**src/rtl/mem_pkg.sv**
```systemverilog
// Word array geometry, address split and fill pattern of the AXI memory.
package mem_pkg;

  // Depth in data words.
  localparam int MEM_ELS   = 256;
  localparam int MEM_IDX_W = $clog2(MEM_ELS);

  typedef logic [MEM_IDX_W-1:0] mem_idx_t;

  // Address bits below the word index, one 64-bit word is 8 bytes.
  localparam int BYTE_OFF_W = 3;

  // Returned for words never written since reset.
  localparam logic [31:0] INIT_WORD = 32'hdeadbeef;

endpackage

```
**src/rtl/axi_pkg.sv**
```systemverilog
// AXI4 channel field widths, field vector types and response codes.
package axi_pkg;

  localparam int AXI_ID_W   = 4;
  localparam int AXI_ADDR_W = 32;
  localparam int AXI_DATA_W = 64;
  localparam int AXI_STRB_W = AXI_DATA_W / 8; // One strobe per byte lane.
  localparam int AXI_LEN_W  = 8;

  typedef logic [AXI_ID_W-1:0]   axi_id_t;
  typedef logic [AXI_ADDR_W-1:0] axi_addr_t;
  typedef logic [AXI_DATA_W-1:0] axi_data_t;
  typedef logic [AXI_STRB_W-1:0] axi_strb_t;
  typedef logic [AXI_LEN_W-1:0]  axi_len_t;

  // BRESP and RRESP encoding.
  typedef logic [1:0] axi_resp_t;

  localparam axi_resp_t AXI_RESP_OKAY = 2'b00;

endpackage
```
**src/rtl/axi_wr_ctrl.sv**
```systemverilog
// AXI write channel controller that takes AW and W bursts, drives the array and answers on B.
module axi_wr_ctrl (
  input  logic               clk_i,
  input  logic               reset_i,

  input  axi_pkg::axi_id_t   awid_i,
  input  axi_pkg::axi_addr_t awaddr_i,
  input  logic               awvalid_i,
  output logic               awready_o,

  input  axi_pkg::axi_data_t wdata_i,
  input  axi_pkg::axi_strb_t wstrb_i,
  input  logic               wlast_i,
  input  logic               wvalid_i,
  output logic               wready_o,

  output axi_pkg::axi_id_t   bid_o,
  output axi_pkg::axi_resp_t bresp_o,
  output logic               bvalid_o,
  input  logic               bready_i,

  output logic               wr_en_o,
  output mem_pkg::mem_idx_t  wr_idx_o,
  output axi_pkg::axi_data_t wr_data_o,
  output axi_pkg::axi_strb_t wr_strb_o
);
  import axi_pkg::*;
  import mem_pkg::*;

  typedef enum logic [1:0] {
    WR_RESET,
    WR_ADDR,
    WR_DATA,
    WR_RESP
  } wr_state_e;

  wr_state_e state_r;
  wr_state_e state_n;

  axi_id_t  id_r;
  mem_idx_t idx_r;

  logic aw_fire;
  logic w_fire;

  assign aw_fire = awvalid_i & awready_o;
  assign w_fire  = wvalid_i & wready_o;

  // Handshake outputs follow the state alone.
  always_comb begin
    state_n   = state_r;
    awready_o = 1'b0;
    wready_o  = 1'b0;
    bvalid_o  = 1'b0;
    case (state_r)
      WR_RESET: begin
        state_n = WR_ADDR; // Ready stays low one cycle after reset.
      end
      WR_ADDR: begin
        awready_o = 1'b1;
        if (awvalid_i) begin
          state_n = WR_DATA;
        end
      end
      WR_DATA: begin
        wready_o = 1'b1;
        if (wvalid_i && wlast_i) begin
          state_n = WR_RESP; // The wlast beat ends the burst whatever its length.
        end
      end
      WR_RESP: begin
        bvalid_o = 1'b1;
        if (bready_i) begin
          state_n = WR_ADDR;
        end
      end
      default: begin
        state_n = WR_RESET;
      end
    endcase
  end

  always_ff @(posedge clk_i) begin
    if (reset_i) begin
      state_r <= WR_RESET;
    end else begin
      state_r <= state_n;
    end
  end

  // Word index wraps at the depth through its own width.
  always_ff @(posedge clk_i) begin
    if (aw_fire) begin
      id_r  <= awid_i;
      idx_r <= awaddr_i[BYTE_OFF_W +: MEM_IDX_W];
    end else if (w_fire) begin
      idx_r <= idx_r + 1'b1;
    end
  end

  assign bid_o   = id_r;
  assign bresp_o = AXI_RESP_OKAY;

  // Each accepted beat goes straight to the array in the same cycle.
  assign wr_en_o   = w_fire;
  assign wr_idx_o  = idx_r;
  assign wr_data_o = wdata_i;
  assign wr_strb_o = wstrb_i;

  // The response and its ID hold until the master accepts them.
  assert property (@(posedge clk_i) disable iff (reset_i)
    bvalid_o && !bready_i |=> bvalid_o && $stable(bid_o));

  assert property (@(posedge clk_i) disable iff (reset_i)
    wr_en_o && wlast_i |=> bvalid_o && !wready_o); // Response follows the last beat.

endmodule

```
**config.mk**
```make
export PLATFORM = sky130hd
export DESIGN_NAME = axi_wr_ctrl
export DESIGN_NICKNAME = d
export VERILOG_FILES = /design/src/rtl/mem_pkg.sv /design/src/rtl/axi_pkg.sv /design/src/rtl/axi_wr_ctrl.sv
export SDC_FILE = /design/constraint.sdc
export NUM_CORES = 1
export LEC_CHECK = 0
export ABC_AREA = 1
export BUFFER_PORTS_ARGS = -buffer_cell sky130_fd_sc_hd__buf_2
export CAP_MARGIN = 20
export CORE_AREA = 2 2 80 82
export DETAILED_ROUTE_END_ITERATION = 7
export DIE_AREA = 0 0 82 84
export HOLD_SLACK_MARGIN = 0.06
export PLACE_DENSITY_LB_ADDON = 0.25
export SLEW_MARGIN = 20
export SYNTH_ARGS = -nofsm -noshare
export SYNTH_HDL_FRONTEND = slang
export SYNTH_SLANG_ARGS = --single-unit
```
**constraint.sdc**
```tcl
create_clock -name clk_i -period 1.8 [get_ports clk_i]
set_input_delay 0.18 -clock clk_i [delete_from_list [all_inputs] [get_ports clk_i]]
set_output_delay 0.18 -clock clk_i [all_outputs]
set_load 0.005 [all_outputs]
```
==> reports/summary.txt <==
crit-path max FO - 14
Synth Area in Adders - 0.0455
fin. max-slew vios - 0
FF-to-FF path depth - 7
Residual DRC - 0
TritonCTS Buffers - 3
routed len/inst - 11.6 um
# fillers - 711
Post-Syn Area per Cell - 8.28 sq um
GR Util met1 - 0.0723
DIE AREA - 6890 sq um
#FFs+latches synth - 14
final setup fails - 0
Root Driver - clkbuf_8
total clock sinks - 14
XOR/XNOR Fraction of Synth Area - 0
vias in the first global route - 747
Syn Inst Count - 166
Post-Synth Simple-Gate Area - 0.168
period utilization - 0.829
antenna cells - 0
Final GP Congestion - 0.717
Core Rows - 29
hold crit path type - in2reg
GRT Overall Usage - 0.0686
Req. time, crit path - 1800 ps
first-pass GRT wire length - 3540 um
post-CTS sizing - 0
grt total ovfl - 0
Vias - 772
FF-to-FF Start - state_r[1]
# port buffers - 33
die outline height - 84 um
CTS Buffer Depth - 2
CP Capture Type - flip-flop
CTS Hold Bufs - 0
ANT nets after route - 0
Via density - 3.75
Post-Route WL - 2390 um
crit path to - wr_idx_o[4]
end of the worst register-to-register path - wr_idx_o[4]
Startpoint Class - flip-flop
CTS tree - built
met2 usage - 0.0983
Nets - 249
Worst EP arrival - 1500 ps
Die W - 82 um
Final Hold Violating Endpoints - 0
core area - 6100 sq um
WHS Path Cells - 1
initial core utilization - 0.225
Hold WS - 105 ps
H-tree levels - 1
highest clock rate - 670 MHz
combinational family with the most area after synthesis - buffers and inverters
TNS Setup - 0 ps
critical path type - reg2reg
post-DP HPWL - 1890 um
RSZ-0062 raised after global routing - false
reg2reg setup slack - 310 ps
cell area after synthesis - 1370 sq um
global routing's busiest layer - met2
Pwr Total - 1.44 mW
global-route track usage on met3 - 0.0303
initial DRC count - 17
Post-CTS Setup Bufs - 0
Leak Pwr - 0.543 nW
mux cell area share after synthesis - 0
Tmin final - 1490 ps
max_cap viols - 0
synth unique cells - 20
PwrDens - 1280 nW/um^2
Compound-Gate Fraction of Synth Area - 0.0419
clock slew at reported path FFs - 60 ps
outcome - finished, final reports clean
largest net degree at the start of global routing - 15
Util after Layout - 0.183
Worst-Skew Late Latency - 250 ps
Critical Path Start - state_r[1]
VDD IR-drop max - 308 uV
initial antenna violation count - 0
I/O pin count - 204
Seq/Total Area, Yosys - 0.291
Ys Warns - 0
Layout area overhead - -18.7%
Worst Skew - 1.76 ps
Pre-antenna DRT Iters - 4
share of layout cells above drive strength 1 - 0.349
==> cell families (layout without fill, tap and decap cells) <==
| family | count (synthesis) | in the layout |
|---|---|---|
| flops | 14 | 14 |
| compound gates | 7 | 7 |
| fa+ha+maj | 5 | 5 |
| simple gates | 50 | 50 |
| other cells | 1 | 2 |
| buf+inv | 89 | 51 |
==> synthesized netlist by cell type (all sizes together) <==
cell type,number,area (sq um)
a31oi,1,6.26
buf,75,567
dfxtp,2,40.0
o21bai,2,15.0
edfxtp,12,360
a21oi,1,5.00
ha,5,62.6
inv,14,52.6
o31ai,1,21.3
nor2,9,48.8
conb,1,3.75
nand2,33,136
o21ai,2,10.0
nand3,8,45.0
==> critical path: stages, from the launching register on <==
cell and delay, ps:
dfxtp_1 340, inv_1 100, ha_1 240, nand2_4 110
inv_2 250, a21oi_1 70, o21ai_1 90, nand2_1 60
==> how the worst min path moves through the flow <==
| stage | to | slack, ps | start |
|---|---|---|---|
| 2_1_floorplan | bid_o[0] | 280 | awid_i[0] |
| 3_3_place_gp | bid_o[3] | 360 | awid_i[3] |
| 3_5_place_dp | bid_o[3] | 360 | awid_i[3] |
| 4_1_cts | bid_o[3] | 100 | awid_i[3] |
| 5_1_grt | bid_o[1] | 100 | awid_i[1] |
| 6_report | bid_o[3] | 100 | awid_i[3] |
==> flip-flops by register name, indices dropped and copies added (netlist names) <==
signal,count
wr_idx_o,8
state_r,2
bid_o,4
==> stage by stage <==
stage | worst slack [ps] | cells | instance area [sq um]
after floorplan | 474 | 167 | 1380
after global placement | 248 | 202 | 1070
after detailed placement | 257 | 202 | 1070
after CTS | 240 | 206 | 1120
after global routing | 106 | 206 | 1120
final | 307 | 206 | 1120
==> power by group <==
part | internal, mW | total [mW] | switching (mW)
Combinational | 0.239 | 0.575 | 0.336
Clock | 0.151 | 0.271 | 0.120
Sequential | 0.500 | 0.590 | 0.0900
==> area by class of cell <==
class                      instances  area, sq um  share of cell area
sequential                        14          400               0.358
multi-input combinational         64          358               0.320
timing repair buffer              33          165               0.148
tap                               77         96.3              0.0862
clock inverter                     1         3.75             0.00336
inverter                          14         52.6              0.0470
clock buffer                       3         41.3              0.0370
==> metal layers <==
layer	vias to the layer above	wire [um]	share of wire
met5	-	0	0
met4	0	165	0.069
met3	31	226	0.094
met2	43	1070	0.45
met1	334	933	0.39
li1	364	-	-
==> layout by cell type (no fill, tap or decap) <==
master	count
buf_2	33
nand2_1	30
inv_1	12
edfxtp_1	12
nand3_1	7
nor2_1	7
ha_1	5
clkbuf_8	3
inv_2	2
nand2_2	2
o21bai_1	2
nor2_4	2
o21ai_1	2
conb_1	2
dfxtp_1	2
nand2_4	1
a21oi_1	1
a31oi_1	1
o31ai_4	1
nand3_2	1
clkinv_1	1
Note: power is estimated with default switching activity, not from simulation.
