==> config.mk <==
export PLATFORM = sky130hd
export DESIGN_NAME = axi_rd_ctrl
export DESIGN_NICKNAME = d
export VERILOG_FILES = /design/src/rtl/mem_pkg.sv /design/src/rtl/axi_pkg.sv /design/src/rtl/axi_rd_ctrl.sv
export SDC_FILE = /design/constraint.sdc
export NUM_CORES = 1
export LEC_CHECK = 0
export BUFFER_PORTS_ARGS = -buffer_cell sky130_fd_sc_hd__buf_2
export CAP_MARGIN = 5
export CORE_MARGIN = 3
export CORE_UTILIZATION = 35
export CTS_CLUSTER_SIZE = 10
export DETAILED_ROUTE_END_ITERATION = 6
export GPL_TIMING_DRIVEN = 1
export HOLD_SLACK_MARGIN = 0.03
export MAX_ROUTING_LAYER = met4
export PLACE_DENSITY = 0.8
export REMOVE_ABC_BUFFERS = 1
export SLEW_MARGIN = 10
export SYNTH_ARGS = -nofsm -noshare
export SYNTH_HDL_FRONTEND = slang
export SYNTH_SLANG_ARGS = --single-unit
==> constraint.sdc <==
create_clock -name clk_i -period 1.7 [get_ports clk_i]
set_input_delay 0.085 -clock clk_i [delete_from_list [all_inputs] [get_ports clk_i]]
set_output_delay 0.085 -clock clk_i [all_outputs]
set_load 0.01 [all_outputs]
==> src/rtl/mem_pkg.sv <==
// Word array geometry, address split and fill pattern of the AXI memory.
package mem_pkg;

  // Depth in data words.
  localparam int MEM_ELS   = 256;
  localparam int MEM_IDX_W = $clog2(MEM_ELS);

  typedef logic [MEM_IDX_W-1:0] mem_idx_t;

  // Address bits below the word index, one 64-bit word is 8 bytes.
  localparam int BYTE_OFF_W = 3;

  // Returned for words never written since reset.
  localparam logic [31:0] INIT_WORD = 32'hdeadbeef;

endpackage

==> src/rtl/axi_pkg.sv <==
// AXI4 channel field widths, field vector types and response codes.
package axi_pkg;

  localparam int AXI_ID_W   = 4;
  localparam int AXI_ADDR_W = 32;
  localparam int AXI_DATA_W = 64;
  localparam int AXI_STRB_W = AXI_DATA_W / 8; // One strobe per byte lane.
  localparam int AXI_LEN_W  = 8;

  typedef logic [AXI_ID_W-1:0]   axi_id_t;
  typedef logic [AXI_ADDR_W-1:0] axi_addr_t;
  typedef logic [AXI_DATA_W-1:0] axi_data_t;
  typedef logic [AXI_STRB_W-1:0] axi_strb_t;
  typedef logic [AXI_LEN_W-1:0]  axi_len_t;

  // BRESP and RRESP encoding.
  typedef logic [1:0] axi_resp_t;

  localparam axi_resp_t AXI_RESP_OKAY = 2'b00;

endpackage
==> src/rtl/axi_rd_ctrl.sv <==
// AXI read channel controller that takes an AR burst and streams the words out on R.
module axi_rd_ctrl (
  input  logic               clk_i,
  input  logic               reset_i,

  input  axi_pkg::axi_id_t   arid_i,
  input  axi_pkg::axi_addr_t araddr_i,
  input  axi_pkg::axi_len_t  arlen_i,
  input  logic               arvalid_i,
  output logic               arready_o,

  output axi_pkg::axi_id_t   rid_o,
  output axi_pkg::axi_data_t rdata_o,
  output axi_pkg::axi_resp_t rresp_o,
  output logic               rlast_o,
  output logic               rvalid_o,
  input  logic               rready_i,

  output mem_pkg::mem_idx_t  rd_idx_o,
  input  axi_pkg::axi_data_t rd_data_i
);
  import axi_pkg::*;
  import mem_pkg::*;

  typedef enum logic [1:0] {
    RD_RESET,
    RD_ADDR,
    RD_DATA
  } rd_state_e;

  rd_state_e state_r;
  rd_state_e state_n;

  axi_id_t  id_r;
  mem_idx_t idx_r;
  axi_len_t len_r;
  axi_len_t beat_r;

  logic ar_fire;
  logic r_fire;
  logic last_beat;

  assign ar_fire   = arvalid_i & arready_o;
  assign r_fire    = rvalid_o & rready_i;
  assign last_beat = (beat_r == len_r);

  always_comb begin
    state_n   = state_r;
    arready_o = 1'b0;
    rvalid_o  = 1'b0;
    case (state_r)
      RD_RESET: begin
        state_n = RD_ADDR;
      end
      RD_ADDR: begin
        arready_o = 1'b1;
        if (arvalid_i) begin
          state_n = RD_DATA;
        end
      end
      RD_DATA: begin
        rvalid_o = 1'b1;
        if (rready_i && last_beat) begin
          state_n = RD_ADDR;
        end
      end
      default: begin
        state_n = RD_RESET;
      end
    endcase
  end

  always_ff @(posedge clk_i) begin
    if (reset_i) begin
      state_r <= RD_RESET;
    end else begin
      state_r <= state_n;
    end
  end

  // Length is latched so arlen_i may change during the burst.
  always_ff @(posedge clk_i) begin
    if (ar_fire) begin
      id_r   <= arid_i;
      idx_r  <= araddr_i[BYTE_OFF_W +: MEM_IDX_W];
      len_r  <= arlen_i;
      beat_r <= '0;
    end else if (r_fire) begin
      idx_r  <= idx_r + 1'b1; // Wraps at the depth.
      beat_r <= beat_r + 1'b1;
    end
  end

  // Data comes straight from the asynchronous array read.
  assign rd_idx_o = idx_r;
  assign rdata_o  = rd_data_i;
  assign rid_o    = id_r;
  assign rresp_o  = AXI_RESP_OKAY;
  assign rlast_o  = rvalid_o & last_beat;

  // A stalled beat keeps valid, payload and last flag.
  assert property (@(posedge clk_i) disable iff (reset_i)
    rvalid_o && !rready_i |=>
      rvalid_o && $stable(rdata_o) && $stable(rlast_o) && $stable(rid_o));

endmodule

==> flow_summary.yaml, run 1 <==
status:
  status: "finished, final reports clean"
placed_design:
  portBuffers: 38
  dpl.cell_count: 222
  place_area_um2: 1630
  finalWeightedCongestion: 1.04
  place_hpwl_mm: 7.39
  dp_worst_setup_slack_ps: 238
clock_tree:
  tritoncts: "done"
  htreeDepth: 2
  cts_made_buffers: 5
  insertion_delay_ps: 270
  root_buffer: "clkbuf_8"
  cts.sinks: 30
  clkSlewWorstSetupHoldPaths_ps: 60
  clk_path_buf_depth: 2
global_route:
  grt_use_total_pct: 26.9
  first_global_vias: 1159
  grt_pass1_wl_mm: 10.6
  antenna_found_initial: 0
  grt_max_degree: 18
  grt-ovfl-total: 0
finish:
  final_nets: 291
  finalNonFillerCells: 244
  area_growth_pct: 2.30
  final_cell_mix: "buf_2 (37), edfxtp_1 (20), nand2_1 (14), xor2_1 (14), dlygate4sd3_1 (13)"
  nFillCells: 499
  layout-drive-gt1-share_pct: 32.2
  diodes: 0
  final_area_um2: 1890
  final_common_cell: "buf_2"
critical_path:
  cp_slowest_stage_delay_ps: 410
  crit_required_ps: 1620
  cp-start-kind: "flop"
  path_class: "reg2out"
  cp-end-kind: "output port"
  path_max_fanout: 3
  arrival_ps: 1540
  cpMaxStageDelayCell: "edfxtp_1"
  crit_chain: "xor2_2 -> nor4_4 -> and3_4 -> buf_6"
floorplanning:
  pin_count: 193
  die_w_um: 78.7
  core_um2: 4910
  rows: 25
  start_util_pct: 37.7
  die_height_um: 78.7
  die_area_um2: 6200
sta:
  layout_min_cycle_time_ps: 1630
  layout_setup_ws_ps: 70.6
  setup_viol: 0
  max_freq_mhz: 614
  fin_crit_sh_pct: 95.8
  fin_worst_skew_ps: 9.70
  hold_viol: 0
  rsz0062_at_grt: "true"
  drv_slew: 0
synth:
  synthCells: 182
  ys_seq_area_share_pct: 43.2
  avgSynthCellArea_um2: 10.2
  syn_area_um2: 1850
  ys_types: 31
  yosys_warnings: 0
  ys_ff_latch: 30
worst_hold_path:
  hold_class: "in2reg"
power:
  ir_worst_vdd_mv: 0.564
  power_leakage_nw: 0.782
  power_mw: 1.62
  p_per_area_nw_per_um2: 856
detailed_routing:
  route.detailed.drc: 0
  ant_nets: 0
  vias: 1237
  dr.first_iter.drc_count: 34
  drt-wirelength-per-cell_um: 34.4
  drt-total-wl_mm: 8.39
  avgViaCountPerCell: 5.07
  drt_first_pass_iters: 4
job:
  drv_cap: 0
[per-stage QoR]
stage	hold slack (ps)	setup TNS (ps)	utilization, %
final	67.7	0	38.6
after CTS	59.4	0	37.5
after detailed placement	170	0	33.2
after global routing	85.6	-12.6	38.6
after floorplan	157	0	-
after global placement	170	0	33.2
[worst paths after layout]
kind              start           to  slack (ps)  cells past startpoint
max reg2reg  state_r[0]  rd_idx_o[1]         240                      4
min            rready_i   state_r[1]          70                      2
max            len_r[0]      rlast_o          70                      4
min reg2reg   beat_r[3]    beat_r[3]         560                      2
[what timing repair did]
| item | CTS | global route |
|---|---|---|
| gates resized for setup | 0 | 7 |
| endpoints found under the setup margin | 1 | 1 |
| pin swaps | 1 | 3 |
| hold buffers | 13 | 0 |
| setup buffers | 1 | 1 |
| hold endpoints to repair | 13 | 0 |
| cloned | 0 | 0 |
[power by group]
group          internal (mW)  switching, mW
Combinational          0.109          0.110
Sequential             0.832         0.0400
Clock                  0.281          0.250
[critical path: cells and delay by family, from the launching register on]
kind                   cells  cell delay (ps)
AND/OR/NAND/NOR            2              580
flip-flops                 1              410
XOR/XNOR                   1              180
buffers and inverters      1              100
[cell families after synthesis]
logic type,Yosys count,share of synthesized area [%]
xor+xnor,21,9.93
simple gates,45,12.6
other cells,1,0.203
buf+inv,71,28.6
mux,1,0.541
fa+ha+maj,2,1.35
compound gates,11,3.51
flops,30,43.2
[final cells by class]
cell class / instances / area, um^2 / area share (%)
Clock buffer: 7 / 76.3 / 4.03
Inverter: 2 / 7.51 / 0.396
Multi-Input combinational cell: 82 / 561 / 29.6
Sequential cell: 30 / 802 / 42.3
Tap cell: 67 / 83.8 / 4.43
Timing Repair Buffer: 56 / 364 / 19.2
[synth_stat cells (all sizes together)]
| cell | count | area share [%] |
|---|---|---|
| a41oi | 2 | 0.95 |
| or2 | 1 | 0.34 |
| dfxtp | 10 | 11 |
| edfxtp | 20 | 32 |
| nand4 | 4 | 1.4 |
| and4b | 1 | 0.54 |
| nor3 | 1 | 0.27 |
| xor2 | 16 | 7.6 |
| xnor2 | 5 | 2.4 |
| nand2 | 14 | 2.8 |
| conb | 1 | 0.20 |
| nor4 | 2 | 1.4 |
| and3b | 1 | 0.47 |
| nand3 | 4 | 1.1 |
| buf | 69 | 28 |
| and3 | 2 | 0.74 |
| nor2b | 2 | 0.81 |
| mux2i | 1 | 0.54 |
| ha | 2 | 1.4 |
| and2 | 1 | 0.34 |
| inv | 2 | 0.41 |
| a21oi | 2 | 0.54 |
| o21bai | 1 | 0.41 |
| o21ai | 6 | 1.6 |
| nor2 | 12 | 2.4 |
[flip-flops by register name (all words and copies together) (netlist names)]
name / count
beat_r: 8
len_r: 8
rd_idx_o: 8
rid_o: 4
state_r: 2
[metal layers]
layer | vias up | GRT usage (%) | share of wire (%)
met4 | 0 | 8.74 | 4.1
li1 | 522 | - | -
met2 | 152 | 50.8 | 55
met3 | 18 | 28.6 | 23
met5 | - | - | 0
met1 | 545 | 13.1 | 18
Note: power is estimated with default switching activity, not from simulation.
==> run 2, diff against run 1 <==
==> constraint.sdc (replaced) <==
create_clock -name clk_i -period 1.8 [get_ports clk_i]
set_input_delay 0.09 -clock clk_i [delete_from_list [all_inputs] [get_ports clk_i]]
set_output_delay 0.09 -clock clk_i [all_outputs]
set_load 0.01 [all_outputs]
==> flow_summary.yaml, run 2 (synthesized netlist as in run 1, its figures left out) <==
status:
  status: "finished, final reports clean"
global_route:
  antenna_found_initial: 0
  grt_max_degree: 18
  grt_use_total_pct: 26.4
  grt_pass1_wl_mm: 10.3
  first_global_vias: 1144
  grt-ovfl-total: 0
sta:
  layout_min_cycle_time_ps: 1700
  rsz0062_at_grt: "false"
  drv_slew: 0
  fin_crit_sh_pct: 94.3
  setup_viol: 0
  max_freq_mhz: 589
  hold_viol: 0
  fin_worst_skew_ps: 8.69
  finalSetupTns_ps: 0
  holdWs_ps: 65.4
critical_path:
  cpMaxStageDelayCell: "nor4_2"
  cp_slowest_stage_delay_ps: 400
  rr_startpoint: "state_r[0]"
  path_class: "reg2out"
  r2r_end: "rd_idx_o[7]"
  cp-start-kind: "flop"
  path_max_fanout: 3
  rrSetupSlack_ps: 330
  reg2reg_depth: 4
  crit_required_ps: 1710
  arrival_ps: 1610
  crit_chain: "xor2_1 -> nor4_2 -> and3_2 -> buf_2"
  cp-end-kind: "output port"
clock_tree:
  root_buffer: "clkbuf_8"
  post-cts-setup-buffer-count: 0
  clkSlewWorstSetupHoldPaths_ps: 60
  clk_path_buf_depth: 2
  htreeDepth: 2
  insertion_delay_ps: 280
  tritoncts: "done"
  cts.sinks: 30
  cts_hold_buf: 13
  cts_resized: 0
  cts_made_buffers: 5
detailed_routing:
  route.detailed.drc: 0
  drt-total-wl_mm: 8.11
  drt_first_pass_iters: 4
  dr.first_iter.drc_count: 47
  ant_nets: 0
  avgViaCountPerCell: 4.79
  drt-wirelength-per-cell_um: 33.5
  vias: 1160
placed_design:
  place_hpwl_mm: 7.28
  finalWeightedCongestion: 1.06
  dpl.cell_count: 221
  portBuffers: 38
finish:
  diodes: 0
  finalNonFillerCells: 242
  final_common_cell: "buf_2"
  nFillCells: 496
  area_growth_pct: -1.01
  layout-drive-gt1-share_pct: 29.7
  fin_util_pct: 37.3
  final_cell_mix: "buf_2 (38), edfxtp_1 (20), xor2_1 (16)"
  final_nets: 288
floorplanning:
  rows: 25
  pin_count: 193
  core_um2: 4910
  die_area_um2: 6200
  die_w_um: 78.7
  start_util_pct: 37.7
  die_height_um: 78.7
job:
  drv_cap: 0
power:
  ir_worst_vdd_mv: 0.446
  power_mw: 1.52
  p_per_area_nw_per_um2: 830
  power_leakage_nw: 0.767
worst_hold_path:
  hold_path_end: "state_r[1]"
  hold_class: "in2reg"
  hold_depth: 2
  hp-start: "rready_i"
==> run 2: through the flow <==
step / instance area, um^2 / setup slack [ps]
finish: 1830 / 102
global route: 1830 / 20.3
detailed placement: 1620 / 334
floorplan: 1330 / 164
CTS: 1830 / 93.4
global placement: 1620 / 347
==> run 2: per-layer routing <==
layer / up-vias / global-route usage, % / part of all wire (%)
met4: 0 / 10.8 / 4.9
met1: 478 / 11.7 / 18
met5: - / - / 0
li1: 516 / - / -
met2: 149 / 48.9 / 53
met3: 17 / 30.0 / 24
==> run 2: cell type report <==
class                      count  area [um^2]  area share [%]
multi-input combinational     82          524            28.6
sequential                    30          801            43.7
inverter                       2         7.51           0.410
timing repair buffer          53          335            18.3
clock inverter                 2         8.76           0.478
tap                           67         83.8            4.57
clock buffer                   6         72.6            3.96
==> run 2: how the worst max path moves through the flow <==
stage / startpoint / end / cells after the start
2_1_floorplan: state_r[0] / rd_idx_o[0] / 4
3_3_place_gp: state_r[0] / rd_idx_o[6] / 4
3_5_place_dp: state_r[0] / rd_idx_o[7] / 4
4_1_cts: len_r[7] / rlast_o / 4
5_1_grt: len_r[7] / rlast_o / 4
6_report: len_r[7] / rlast_o / 4
==> run 2: worst max-delay path, delay by kind of cell, from the launching register on <==
family,cells,cell delay (ps)
XOR/XNOR,1,170
AND/OR/NAND/NOR,2,650
flip-flops,1,380
buffers and inverters,1,130
==> run 2: report_power, final <==
| group | internal, mW | leakage, nW | total [mW] | switching [mW] |
|---|---|---|---|---|
| clock network | 0.265 | 0.0426 | 0.513 | 0.247 |
| registers | 0.784 | 0.267 | 0.820 | 0.0357 |
| logic | 0.0953 | 0.458 | 0.189 | 0.0942 |
==> run 3, diff against run 2 <==
--- a/config.mk
+++ b/config.mk
@@ -5,7 +5,7 @@
 export SDC_FILE = /design/constraint.sdc
 export NUM_CORES = 1
 export LEC_CHECK = 0
-export BUFFER_PORTS_ARGS = -buffer_cell sky130_fd_sc_hd__buf_2
+export BUFFER_PORTS_ARGS = -buffer_cell sky130_fd_sc_hd__buf_4
 export CAP_MARGIN = 5
 export CORE_MARGIN = 3
 export CORE_UTILIZATION = 35
==> flow_summary.yaml, run 3 (synthesized netlist as in run 1, its figures left out) <==
status:
  status: "finished, final reports clean"
sta:
  layout_min_cycle_time_ps: 1640
  hold_viol: 0
  setup_viol: 0
  max_freq_mhz: 611
  rsz0062_at_grt: "false"
  fin_worst_skew_ps: 4.67
  fin_crit_sh_pct: 90.9
  layout_setup_ws_ps: 165
  drv_slew: 0
  finalSetupTns_ps: 0
critical_path:
  path_delay_family: "simple AND/OR/NAND/NOR gates"
  path_max_fanout: 3
  cpMaxStageDelayCell: "edfxtp_1"
  cp-end-kind: "output port"
  cp_slowest_stage_delay_ps: 380
  path_class: "reg2out"
  crit_required_ps: 1710
  crit_chain: "xor2_1 -> nor4_4 -> and3_2 -> buf_4"
  critical_path_buf_inv_count: 1
  arrival_ps: 1550
  cp-start-kind: "flop"
floorplanning:
  die_height_um: 78.7
  die_area_um2: 6200
  start_util_pct: 37.7
  core_um2: 4910
  rows: 25
  die_w_um: 78.7
  pin_count: 193
global_route:
  first_global_vias: 1250
  use_met1_pct: 12.9
  grt_use_total_pct: 27.5
  use_met3_pct: 28.1
  grt-ovfl-total: 0
  antenna_found_initial: 0
  use_met2_pct: 48.6
  grt_max_degree: 18
  busiest_layer: "met2"
  grt_pass1_wl_mm: 10.8
detailed_routing:
  avgViaCountPerCell: 5.00
  dr.first_iter.drc_count: 49
  ant_nets: 0
  drt-total-wl_mm: 8.29
  drt_first_pass_iters: 4
  vias: 1206
  drt-wirelength-per-cell_um: 34.4
  route.detailed.drc: 0
power:
  ir_worst_vdd_mv: 0.572
  p_per_area_nw_per_um2: 798
  power_leakage_nw: 0.795
finish:
  diodes: 0
  area_growth_pct: 4.32
  fin_util_pct: 39.3
  final_nets: 288
  final_cell_mix: "buf_4 (40), edfxtp_1 (20), xor2_1 (16)"
  final_common_cell: "buf_4"
  regArea_um2: 801
  layout-drive-gt1-share_pct: 29.3
  multi_input_area_um2: 533
  nFillCells: 510
  finalNonFillerCells: 241
placed_design:
  finalWeightedCongestion: 1.07
  place_hpwl_mm: 7.40
  portBuffers: 38
  dp_worst_setup_slack_ps: 325
  dpl.cell_count: 221
clock_tree:
  insertion_delay_ps: 280
  htreeDepth: 2
  root_buffer: "clkbuf_8"
  cts.sinks: 30
  tritoncts: "done"
  clk_path_buf_depth: 2
  post-cts-setup-buffer-count: 0
  cts_made_buffers: 5
  clkSlewWorstSetupHoldPaths_ps: 60
worst_hold_path:
  hold_class: "in2reg"
job:
  drv_cap: 0
## run 3: metrics by stage
stage,total power [mW],cell area [um^2],hold WS (ps)
2_1_floorplan,0.925,1330,162
3_3_place_gp,1.02,1720,180
3_5_place_dp,1.03,1720,180
4_1_cts,1.55,1920,41.9
5_1_grt,1.62,1930,45.6
6_report,1.54,1930,46.4
## run 3: area by class of cell
| class | instances | share of cell area [%] |
|---|---|---|
| Clock buffer | 7 | 3.95 |
| Inverter | 2 | 0.389 |
| Multi-Input combinational cell | 82 | 27.6 |
| Sequential cell | 30 | 41.5 |
| Tap cell | 67 | 4.34 |
| Timing Repair Buffer | 53 | 22.3 |
## run 3: layer usage
layer / part of all wire [%] / up-vias
met1: 17 / 508
met2: 52 / 145
met5: 0 / -
met4: 8.0 / 0
met3: 23 / 32
li1: - / 521
## run 3: what timing repair did
| action | CTS | global route |
|---|---|---|
| gates resized for setup | 0 | 1 |
| hold buffers | 13 | 0 |
| endpoints found under the hold margin | 13 | 0 |
| endpoints found under the setup margin | 0 | 1 |
## run 3: report_power, final
part	switching (mW)	leakage (nW)	internal (mW)	total, mW
clock	0.236	0.0383	0.265	0.501
sequential	0.0377	0.267	0.784	0.822
combinational	0.0987	0.490	0.120	0.219
total	0.372	0.795	1.17	1.54
## run 3: worst paths after layout
path	startpoint	to	slack (ps)	depth (start not counted)
max	len_r[7]	rlast_o	160	4
min	rready_i	state_r[1]	50	2
min reg2reg	beat_r[7]	beat_r[7]	540	2
max reg2reg	state_r[0]	rd_idx_o[6]	320	4
